$ cat src/common/bus_mon_cfg.svh
`ifndef BUS_MON_CFG_SVH
`define BUS_MON_CFG_SVH

//////////////////////////////////////////////////////////////////////
// system bus geometry
//////////////////////////////////////////////////////////////////////

// address width
`define BUS_MON_AW 32

// data width
`define BUS_MON_DW 32

// byte enable width, one bit per data byte
`define BUS_MON_BW (`BUS_MON_DW/8)

//////////////////////////////////////////////////////////////////////
// monitor sizing
//////////////////////////////////////////////////////////////////////

// trace entries, power of two
`define BUS_MON_TRACE_DEPTH 16

// per-transfer wait counter, saturating
`define BUS_MON_WAIT_W 8

`endif

$ cat src/common/bus_mon_pkg.sv
`include "bus_mon_cfg.svh"

package bus_mon_pkg;

  //////////////////////////////////////////////////////////////////////
  // observed system bus
  //////////////////////////////////////////////////////////////////////

  // request side as seen on the bus
  typedef struct packed {
    logic                   vld;
    logic                   wen;
    logic [`BUS_MON_BW-1:0] ben;
    logic [`BUS_MON_AW-1:0] adr;
    logic [`BUS_MON_DW-1:0] wdt;
  } bus_req_t;

  // response side, rdt one cycle after handshake
  typedef struct packed {
    logic                   rdy;
    logic [`BUS_MON_DW-1:0] rdt;
  } bus_rsp_t;

  //////////////////////////////////////////////////////////////////////
  // monitor records and config
  //////////////////////////////////////////////////////////////////////

  typedef enum logic {
    DIR_READ  = 1'b0,
    DIR_WRITE = 1'b1
  } xfer_dir_e;

  // one captured transfer
  typedef struct packed {
    xfer_dir_e                  dir;
    logic [`BUS_MON_BW-1:0]     ben;
    logic [`BUS_MON_WAIT_W-1:0] wait_cnt;
    logic [`BUS_MON_AW-1:0]     adr;
    logic [`BUS_MON_DW-1:0]     dat;
  } xfer_rec_t;

  // address window, match when (adr & mask) == (base & mask)
  typedef struct packed {
    logic                   enable;
    logic [`BUS_MON_AW-1:0] base;
    logic [`BUS_MON_AW-1:0] mask;
  } mon_cfg_t;

  // wrapping statistics counters
  typedef struct packed {
    logic [31:0] reads;
    logic [31:0] writes;
    logic [31:0] waits;
  } stats_t;

  //////////////////////////////////////////////////////////////////////
  // APB host port
  //////////////////////////////////////////////////////////////////////

  typedef struct packed {
    logic        psel;
    logic        penable;
    logic        pwrite;
    logic [7:0]  paddr;
    logic [31:0] pwdata;
  } apb_req_t;

  typedef struct packed {
    logic [31:0] prdata;
    logic        pready;
    logic        pslverr;
  } apb_rsp_t;

  // register map, byte offsets
  typedef enum logic [7:0] {
    REG_CTRL       = 8'h00,
    REG_BASE       = 8'h04,
    REG_MASK       = 8'h08,
    REG_READS      = 8'h0C,
    REG_WRITES     = 8'h10,
    REG_WAITS      = 8'h14,
    REG_STATUS     = 8'h18,
    REG_TRACE_ADR  = 8'h1C,
    REG_TRACE_DAT  = 8'h20,
    REG_TRACE_INFO = 8'h24
  } reg_addr_e;

endpackage

$ cat src/capture/bus_capture.sv
`timescale 1ns/1ps

`include "bus_mon_cfg.svh"

module bus_capture
  import bus_mon_pkg::*;
(
  input  logic      bus,
  input  logic      reset,
  input  bus_req_t  bus_req,
  input  bus_rsp_t  bus_rsp,
  input  mon_cfg_t  cfg,
  output xfer_rec_t xfer,
  output logic      xfer_vld
);

  // saturation value of the wait counter
  localparam logic [`BUS_MON_WAIT_W-1:0] WAIT_MAX = {`BUS_MON_WAIT_W{1'b1}};

  //////////////////////////////////////////////////////////////////////
  // handshake and wait cycles
  //////////////////////////////////////////////////////////////////////

  logic                       hsk;
  logic                       stall;
  logic                       in_window;
  logic [`BUS_MON_WAIT_W-1:0] wait_cnt;

  // transfer happens when both sides agree
  assign hsk   = bus_req.vld & bus_rsp.rdy;
  // request pending but slave not ready
  assign stall = bus_req.vld & ~bus_rsp.rdy;

  // window check on the live address
  assign in_window = cfg.enable &
                     ((bus_req.adr & cfg.mask) == (cfg.base & cfg.mask));

  // stalls since previous handshake, sticks at max
  always_ff @(posedge bus) begin
    if (reset) begin
      wait_cnt <= '0;
    end else if (hsk) begin
      wait_cnt <= '0;
    end else if (stall && (wait_cnt != WAIT_MAX)) begin
      wait_cnt <= wait_cnt + 1'b1;
    end
  end

  //////////////////////////////////////////////////////////////////////
  // stage 1, registered request
  //////////////////////////////////////////////////////////////////////

  logic      s1_vld;
  xfer_rec_t s1_rec;

  always_ff @(posedge bus) begin
    if (reset) begin
      s1_vld <= 1'b0;
    end else begin
      s1_vld <= hsk & in_window;
    end
  end

  // payload, no reset needed
  always_ff @(posedge bus) begin
    if (hsk) begin
      s1_rec.dir      <= xfer_dir_e'(bus_req.wen);
      s1_rec.ben      <= bus_req.ben;
      s1_rec.wait_cnt <= wait_cnt;
      s1_rec.adr      <= bus_req.adr;
      // write data for now, replaced by rdt on reads
      s1_rec.dat      <= bus_req.wdt;
    end
  end

  //////////////////////////////////////////////////////////////////////
  // stage 2, pair read data and emit
  //////////////////////////////////////////////////////////////////////

  always_ff @(posedge bus) begin
    if (reset) begin
      xfer_vld <= 1'b0;
    end else begin
      xfer_vld <= s1_vld;
    end
  end

  always_ff @(posedge bus) begin
    if (s1_vld) begin
      xfer <= s1_rec;
      // rdt returns the cycle after the handshake
      if (s1_rec.dir == DIR_READ) begin
        xfer.dat <= bus_rsp.rdt;
      end
    end
  end

endmodule

$ cat src/apb_regs.sv
`timescale 1ns/1ps

`include "bus_mon_cfg.svh"

module apb_regs
  import bus_mon_pkg::*;
(
  input  logic                                   bus,
  input  logic                                   reset,
  input  apb_req_t                               apb_req,
  output apb_rsp_t                               apb_rsp,
  output mon_cfg_t                               cfg,
  output logic                                   clear,
  input  stats_t                                 stats,
  input  xfer_rec_t                              head,
  input  logic [$clog2(`BUS_MON_TRACE_DEPTH):0]  level,
  input  logic [15:0]                            drops,
  output logic                                   pop
);

  //////////////////////////////////////////////////////////////////////
  // access phase decode
  //////////////////////////////////////////////////////////////////////

  logic      access;
  logic      wr_acc;
  logic      rd_acc;
  logic      fifo_empty;
  logic      unmapped;
  reg_addr_e addr;

  // second cycle of a transfer, never stretched
  assign access = apb_req.psel & apb_req.penable;
  assign wr_acc = access & apb_req.pwrite;
  assign rd_acc = access & ~apb_req.pwrite;

  assign addr       = reg_addr_e'(apb_req.paddr);
  assign fifo_empty = (level == '0);

  //////////////////////////////////////////////////////////////////////
  // read mux
  //////////////////////////////////////////////////////////////////////

  logic [31:0] rdata;

  always_comb begin
    rdata    = '0;
    unmapped = 1'b0;
    case (addr)
      REG_CTRL:       rdata = {31'd0, cfg.enable};
      REG_BASE:       rdata = cfg.base;
      REG_MASK:       rdata = cfg.mask;
      REG_READS:      rdata = stats.reads;
      REG_WRITES:     rdata = stats.writes;
      REG_WAITS:      rdata = stats.waits;
      // drops high half, level low byte
      REG_STATUS: begin
        rdata        = 32'(level);
        rdata[31:16] = drops;
      end
      REG_TRACE_ADR:  rdata = head.adr;
      REG_TRACE_DAT:  rdata = head.dat;
      // dir bit 0, ben 7:4, wait 15:8
      REG_TRACE_INFO: rdata = {16'd0, head.wait_cnt, head.ben, 3'd0, head.dir};
      default:        unmapped = 1'b1;
    endcase
  end

  // response fields valid during the access phase only
  assign apb_rsp.prdata  = rd_acc ? rdata : '0;
  assign apb_rsp.pready  = access;
  assign apb_rsp.pslverr = access &
                           (unmapped | (rd_acc & (addr == REG_TRACE_INFO) & fifo_empty));

  //////////////////////////////////////////////////////////////////////
  // side effects
  //////////////////////////////////////////////////////////////////////

  // info read consumes the head entry
  assign pop = rd_acc & (addr == REG_TRACE_INFO) & ~fifo_empty;

  // bit 1 of a CTRL write, one cycle
  assign clear = wr_acc & (addr == REG_CTRL) & apb_req.pwdata[1];

  // config registers, latched at end of access phase
  // read-only offsets fall through silently
  always_ff @(posedge bus) begin
    if (reset) begin
      cfg <= '0;
    end else if (wr_acc) begin
      case (addr)
        REG_CTRL: cfg.enable <= apb_req.pwdata[0];
        REG_BASE: cfg.base   <= apb_req.pwdata;
        REG_MASK: cfg.mask   <= apb_req.pwdata;
        default:  ;
      endcase
    end
  end

endmodule

$ cat src/bus_monitor_top.sv
`timescale 1ns/1ps

`include "bus_mon_cfg.svh"

module bus_monitor_top
  import bus_mon_pkg::*;
(
  input  logic     bus,
  input  logic     reset,
  input  bus_req_t bus_req,
  input  bus_rsp_t bus_rsp,
  input  apb_req_t apb_req,
  output apb_rsp_t apb_rsp
);

  localparam int LW = $clog2(`BUS_MON_TRACE_DEPTH) + 1;

  //////////////////////////////////////////////////////////////////////
  // internal wiring
  //////////////////////////////////////////////////////////////////////

  // capture to stats and trace
  xfer_rec_t   xfer;
  logic        xfer_vld;

  // trace to registers
  xfer_rec_t   head;
  logic [LW-1:0] level;
  logic [15:0] drops;
  logic        pop;

  // registers to capture and stats
  mon_cfg_t    cfg;
  logic        clear;
  stats_t      stats;

  //////////////////////////////////////////////////////////////////////
  // blocks
  //////////////////////////////////////////////////////////////////////

  // input side
  bus_capture u_capture (
    .bus      (bus),
    .reset    (reset),
    .bus_req  (bus_req),
    .bus_rsp  (bus_rsp),
    .cfg      (cfg),
    .xfer     (xfer),
    .xfer_vld (xfer_vld)
  );

  bus_stats u_stats (
    .bus      (bus),
    .reset    (reset),
    .xfer     (xfer),
    .xfer_vld (xfer_vld),
    .clear    (clear),
    .stats    (stats)
  );

  trace_fifo #(
    .DEPTH (`BUS_MON_TRACE_DEPTH)
  ) u_trace (
    .bus      (bus),
    .reset    (reset),
    .push_rec (xfer),
    .push     (xfer_vld),
    .pop      (pop),
    .head     (head),
    .level    (level),
    .drops    (drops)
  );

  // host side
  apb_regs u_regs (
    .bus      (bus),
    .reset    (reset),
    .apb_req  (apb_req),
    .apb_rsp  (apb_rsp),
    .cfg      (cfg),
    .clear    (clear),
    .stats    (stats),
    .head     (head),
    .level    (level),
    .drops    (drops),
    .pop      (pop)
  );

endmodule

$ cat src/bus_stats.sv
`timescale 1ns/1ps

`include "bus_mon_cfg.svh"

module bus_stats
  import bus_mon_pkg::*;
(
  input  logic      bus,
  input  logic      reset,
  input  xfer_rec_t xfer,
  input  logic      xfer_vld,
  input  logic      clear,
  output stats_t    stats
);

  //////////////////////////////////////////////////////////////////////
  // per-record increments
  //////////////////////////////////////////////////////////////////////

  logic        is_read;
  logic        is_write;
  logic [31:0] wait_add;

  // direction split of the incoming record
  assign is_read  = xfer_vld & (xfer.dir == DIR_READ);
  assign is_write = xfer_vld & (xfer.dir == DIR_WRITE);

  // zero extended wait count, nothing added without a record
  assign wait_add = xfer_vld ? 32'(xfer.wait_cnt) : 32'd0;

  //////////////////////////////////////////////////////////////////////
  // counters
  //////////////////////////////////////////////////////////////////////

  // read count, wraps at 32 bits
  always_ff @(posedge bus) begin
    if (reset || clear) begin
      stats.reads <= '0;
    end else if (is_read) begin
      stats.reads <= stats.reads + 1'b1;
    end
  end

  // write count
  always_ff @(posedge bus) begin
    if (reset || clear) begin
      stats.writes <= '0;
    end else if (is_write) begin
      stats.writes <= stats.writes + 1'b1;
    end
  end

  // total wait cycles over all recorded transfers
  // clear wins over a same cycle update
  always_ff @(posedge bus) begin
    if (reset || clear) begin
      stats.waits <= '0;
    end else if (xfer_vld) begin
      stats.waits <= stats.waits + wait_add;
    end
  end

endmodule

$ cat src/trace/trace_fifo.sv
`timescale 1ns/1ps

`include "bus_mon_cfg.svh"

module trace_fifo
  import bus_mon_pkg::*;
#(
  parameter int DEPTH = `BUS_MON_TRACE_DEPTH
)(
  input  logic                     bus,
  input  logic                     reset,
  input  xfer_rec_t                push_rec,
  input  logic                     push,
  input  logic                     pop,
  output xfer_rec_t                head,
  output logic [$clog2(DEPTH):0]   level,
  output logic [15:0]              drops
);

  // pointer index width, extra msb tells full from empty
  localparam int PW = $clog2(DEPTH);

  //////////////////////////////////////////////////////////////////////
  // storage and pointers
  //////////////////////////////////////////////////////////////////////

  xfer_rec_t     mem [DEPTH];
  logic [PW:0]   wr_ptr;
  logic [PW:0]   rd_ptr;
  logic          full;
  logic          empty;
  logic          do_push;
  logic          do_pop;

  assign level = wr_ptr - rd_ptr;
  assign full  = (level == DEPTH[PW:0]);
  assign empty = (level == '0);

  // full means the record is lost
  assign do_push = push & ~full;
  assign do_pop  = pop & ~empty;

  // oldest entry, comb read
  assign head = mem[rd_ptr[PW-1:0]];

  always_ff @(posedge bus) begin
    if (do_push) begin
      mem[wr_ptr[PW-1:0]] <= push_rec;
    end
  end

  always_ff @(posedge bus) begin
    if (reset) begin
      wr_ptr <= '0;
      rd_ptr <= '0;
    end else begin
      if (do_push) wr_ptr <= wr_ptr + 1'b1;
      if (do_pop)  rd_ptr <= rd_ptr + 1'b1;
    end
  end

  //////////////////////////////////////////////////////////////////////
  // overflow accounting
  //////////////////////////////////////////////////////////////////////

  // saturating, stays at all ones
  always_ff @(posedge bus) begin
    if (reset) begin
      drops <= '0;
    end else if (push && full && (drops != 16'hFFFF)) begin
      drops <= drops + 1'b1;
    end
  end

endmodule
$ cat config.mk
export PLATFORM = sky130hd
export DESIGN_NAME = bus_monitor_top
export DESIGN_NICKNAME = d
export VERILOG_FILES = /design/src/common/bus_mon_pkg.sv /design/src/capture/bus_capture.sv /design/src/apb_regs.sv /design/src/bus_monitor_top.sv /design/src/bus_stats.sv /design/src/trace/trace_fifo.sv
export VERILOG_INCLUDE_DIRS = /design/src /design/src/common
export SDC_FILE = /design/constraint.sdc
export NUM_CORES = 2
export LEC_CHECK = 0
export BUFFER_PORTS_ARGS = -buffer_cell sky130_fd_sc_hd__buf_2
export CAP_MARGIN = 20
export CORE_AREA = 2 2 359 361
export DETAILED_ROUTE_END_ITERATION = 12
export DIE_AREA = 0 0 361 363
export MAX_ROUTING_LAYER = met4
export PLACE_DENSITY = 0.7
export SYNTH_ARGS = -nofsm -noshare
export SYNTH_HDL_FRONTEND = slang
export SYNTH_HIERARCHICAL = 1
export SYNTH_SLANG_ARGS = --single-unit
$ cat constraint.sdc
create_clock -name bus -period 11.65 [get_ports bus]
set_clock_uncertainty 0.1 [all_clocks]
set_input_delay 1.7475 -clock bus [delete_from_list [all_inputs] [get_ports bus]]
set_output_delay 1.7475 -clock bus [all_outputs]
set_load 0.02 [all_outputs]
==> flow_metrics.tcl <==
set metrics [dict create \
    finalMaxSlewViolations 0 \
    synthCells 3412 \
    place_ws_ns 4.58 \
    min_path_type "reg -> reg" \
    synth_common_cells "edfxtp_1, mux4_2, nand2_1" \
    grt_pass1_vias 33370 \
    start_util 0.498 \
    routedWlPerCell_um 31.9 \
    grt.total_usage 0.275 \
    cts.sinks 1587 \
    layout_setup_ws_ns 4.53 \
    fin_setup_tns_ns 0 \
    fin_area_sq_um 71300 \
    startpoint_type "primary input" \
    cpMostUsedCell "buf_2" \
    crit_type "in -> out" \
    power_density_nw_per_um2 157 \
    globalplace.congestion 1.03 \
    dpl-instance-area_sq_um 66200 \
    vdd_drop_max_mv 0.163 \
    drt_iter0_markers 4843 \
    yosysUniqueCellTypes 83 \
    ys_seq_area_frac 0.721 \
    drc 0 \
    layout-drive-gt1-share 0.262 \
    cts_max_path_buffers 3 \
    vias_per_cell 6.32 \
    cts_tree "yes" \
    cts_buffers 162 \
    num_rows 131 \
    synth_seq_cells 1587 \
    status "complete, no violations" \
    crit_arrival_ns 5.27 \
    crit_family "buffers and inverters" \
    setup_viol 0 \
    netlist_area_sq_um 63300 \
    stdcell_count 5448 \
    leakagePower_nw 22.1 \
    worst_pin_slew_ns 1.19 \
    netlist.top_cell.by_area "edfxtp_1" \
    synthArstFlopShare 0 \
    ios 182 \
    syn_nets 3583 \
    cpMaxStageDelayCell "nor2b_1" \
    synth_area_leaders "edfxtp_1, mux4_2, dfxtp_1" \
    final_hold_viol_count 0 \
    die_h_um 363 \
    holdBufCountCts 0 \
    grt_pass1_wl_um 247000 \
    avgSynthCellArea_sq_um 18.5 \
    fin_crit_ns 7.12 \
    synth_edf_count 1386 \
    clock.fmax_mhz 141 \
    cts.clk_slew.worst_paths_ns 0.06 \
    yosysWarnings 6 \
    drv_cap 0 \
    drt_pre_antenna_iters 7 \
    cp_max_fo 32 \
    path_cells "buf_2 > buf_4 > nor2b_1 > a22o_1 > a22oi_1 > a21oi_1 > buf_2" \
    place.detailed.hpwl_um 104000 \
    vias 34428 \
    synth.top_cell.area_share 0.658 \
    slew_headroom 0.207 \
    final_util 0.561 \
    dieArea_sq_um 131000 \
    die_x_um 361 \
    grt_max_degree 98 \
    rsz0062_at_grt "false" \
    area_growth_pct 12.7 \
    cts_root_buf "clkbuf_16" \
    end_kind "output port" \
    portBuffers 181 \
    cts_setup_buffers 0 \
    ant_nets 0 \
    layout.nets 3818 \
    fin_crit_sh 0.611 \
    post_cts_resized 0 \
    cp_slowest_stage_delay_ns 1.00 \
    insertion_delay_ns 0.83 \
    dp.cells 5144 \
    synth_top_flop_cell "edfxtp_1" \
    antenna_found_initial 7 \
    required_ns 9.80 \
    cp_num_buf_inv 3 \
    finalWirelength_um 174000 \
    synth_most_common_cell "edfxtp_1" \
    fp.coreArea_sq_um 127000 \
    htreeDepth 4 \
    overflow 0 \
]
-- stage by stage --
stage                     total power [mW]  hold WS [ns]
after floorplan                       6.31         0.300
after global placement                6.39         0.301
after detailed placement              6.39         0.305
after CTS                             11.3         0.314
after global routing                  11.5         0.317
final                                 11.2         0.303
-- layer usage --
| metal | vias to the layer above | GRT usage | part of all wire |
|---|---|---|---|
| li1 | 14277 | - | - |
| met1 | 18007 | 0.395 | 0.42 |
| met2 | 1880 | 0.396 | 0.45 |
| met3 | 264 | 0.0596 | 0.099 |
| met4 | 0 | 0.0900 | 0.032 |
| met5 | - | - | 0 |
-- cell type report --
class / count / area [sq um]
fillers: 9468 / 55700
flip-flops and latches: 1587 / 45700
multi-input cells: 1617 / 16900
clock buffers: 212 / 4380
well taps: 1662 / 2080
repair buffers: 254 / 1530
clock inverters: 86 / 683
inverters: 25 / 93.8
diodes: 5 / 12.5
-- worst register-to-register path, delay by kind of cell, from the launching register on --
| kind | cells | cell delay, ns |
|---|---|---|
| adders and majority gates | 2 | 0.57 |
| AOI/OAI and AO/OA | 1 | 0.63 |
| xor gates and xnor gates | 1 | 0.59 |
| buffers and inverters | 4 | 1.81 |
| DFF | 1 | 0.35 |
| and+or+nand+nor | 3 | 0.97 |
-- placed cells by master, fill, tap and decap left out, drive strengths merged, types with 67 or more instances in the layout --
cell / n
a21oi: 120
clkbuf: 213
clkinv: 70
buf: 253
mux4: 387
dfxtp: 201
nor2: 157
xor2: 75
nand2: 214
edfxtp: 1386
mux2: 67
-- kinds of logic after synthesis --
group                    share of synthesized area
flip-flops                                   0.721
AND/OR/NAND/NOR                             0.0519
multiplexers                                 0.159
AO/OA/AOI/OAI                               0.0326
buffers and inverters                       0.0146
XOR/XNOR                                    0.0163
adder cells (fa/ha/maj)                    0.00479
-- worst paths after layout --
| check | to | slack, ns | from | depth (start not counted) |
|---|---|---|---|---|
| max reg2reg | u_trace/mem[10][18] | 6.20 | u_trace/wr_ptr[0] | 11 |
| min reg2reg | u_capture/xfer[65] | 0.30 | u_capture/s1_rec[65] | 0 |
| min | u_capture/xfer[65] | 0.30 | u_capture/s1_rec[65] | 0 |
| max | apb_rsp[6] | 4.53 | apb_req[34] | 7 |
-- where the power goes --
group	internal, mW	switching (mW)	leakage, nW
clock network	2.76	2.18	2.46
registers	6.12	0.00573	14.1
logic	0.0471	0.101	5.56
total	8.92	2.29	22.1
-- registers in the layout, indices dropped and copies added, names as in the netlist, named ones only --
| signal | count |
|---|---|
| u_trace/mem | 1232 |
| u_stats/stats | 96 |
| u_capture/s1_rec | 77 |
| u_capture/xfer | 77 |
| u_regs/cfg | 65 |
| u_trace/drops | 16 |
| u_capture/wait_cnt | 8 |
| u_trace/rd_ptr | 5 |
| u_trace/wr_ptr | 5 |
| u_capture/s1_vld | 1 |
| u_capture/xfer_vld | 1 |
(Power assumes the default switching activity.)
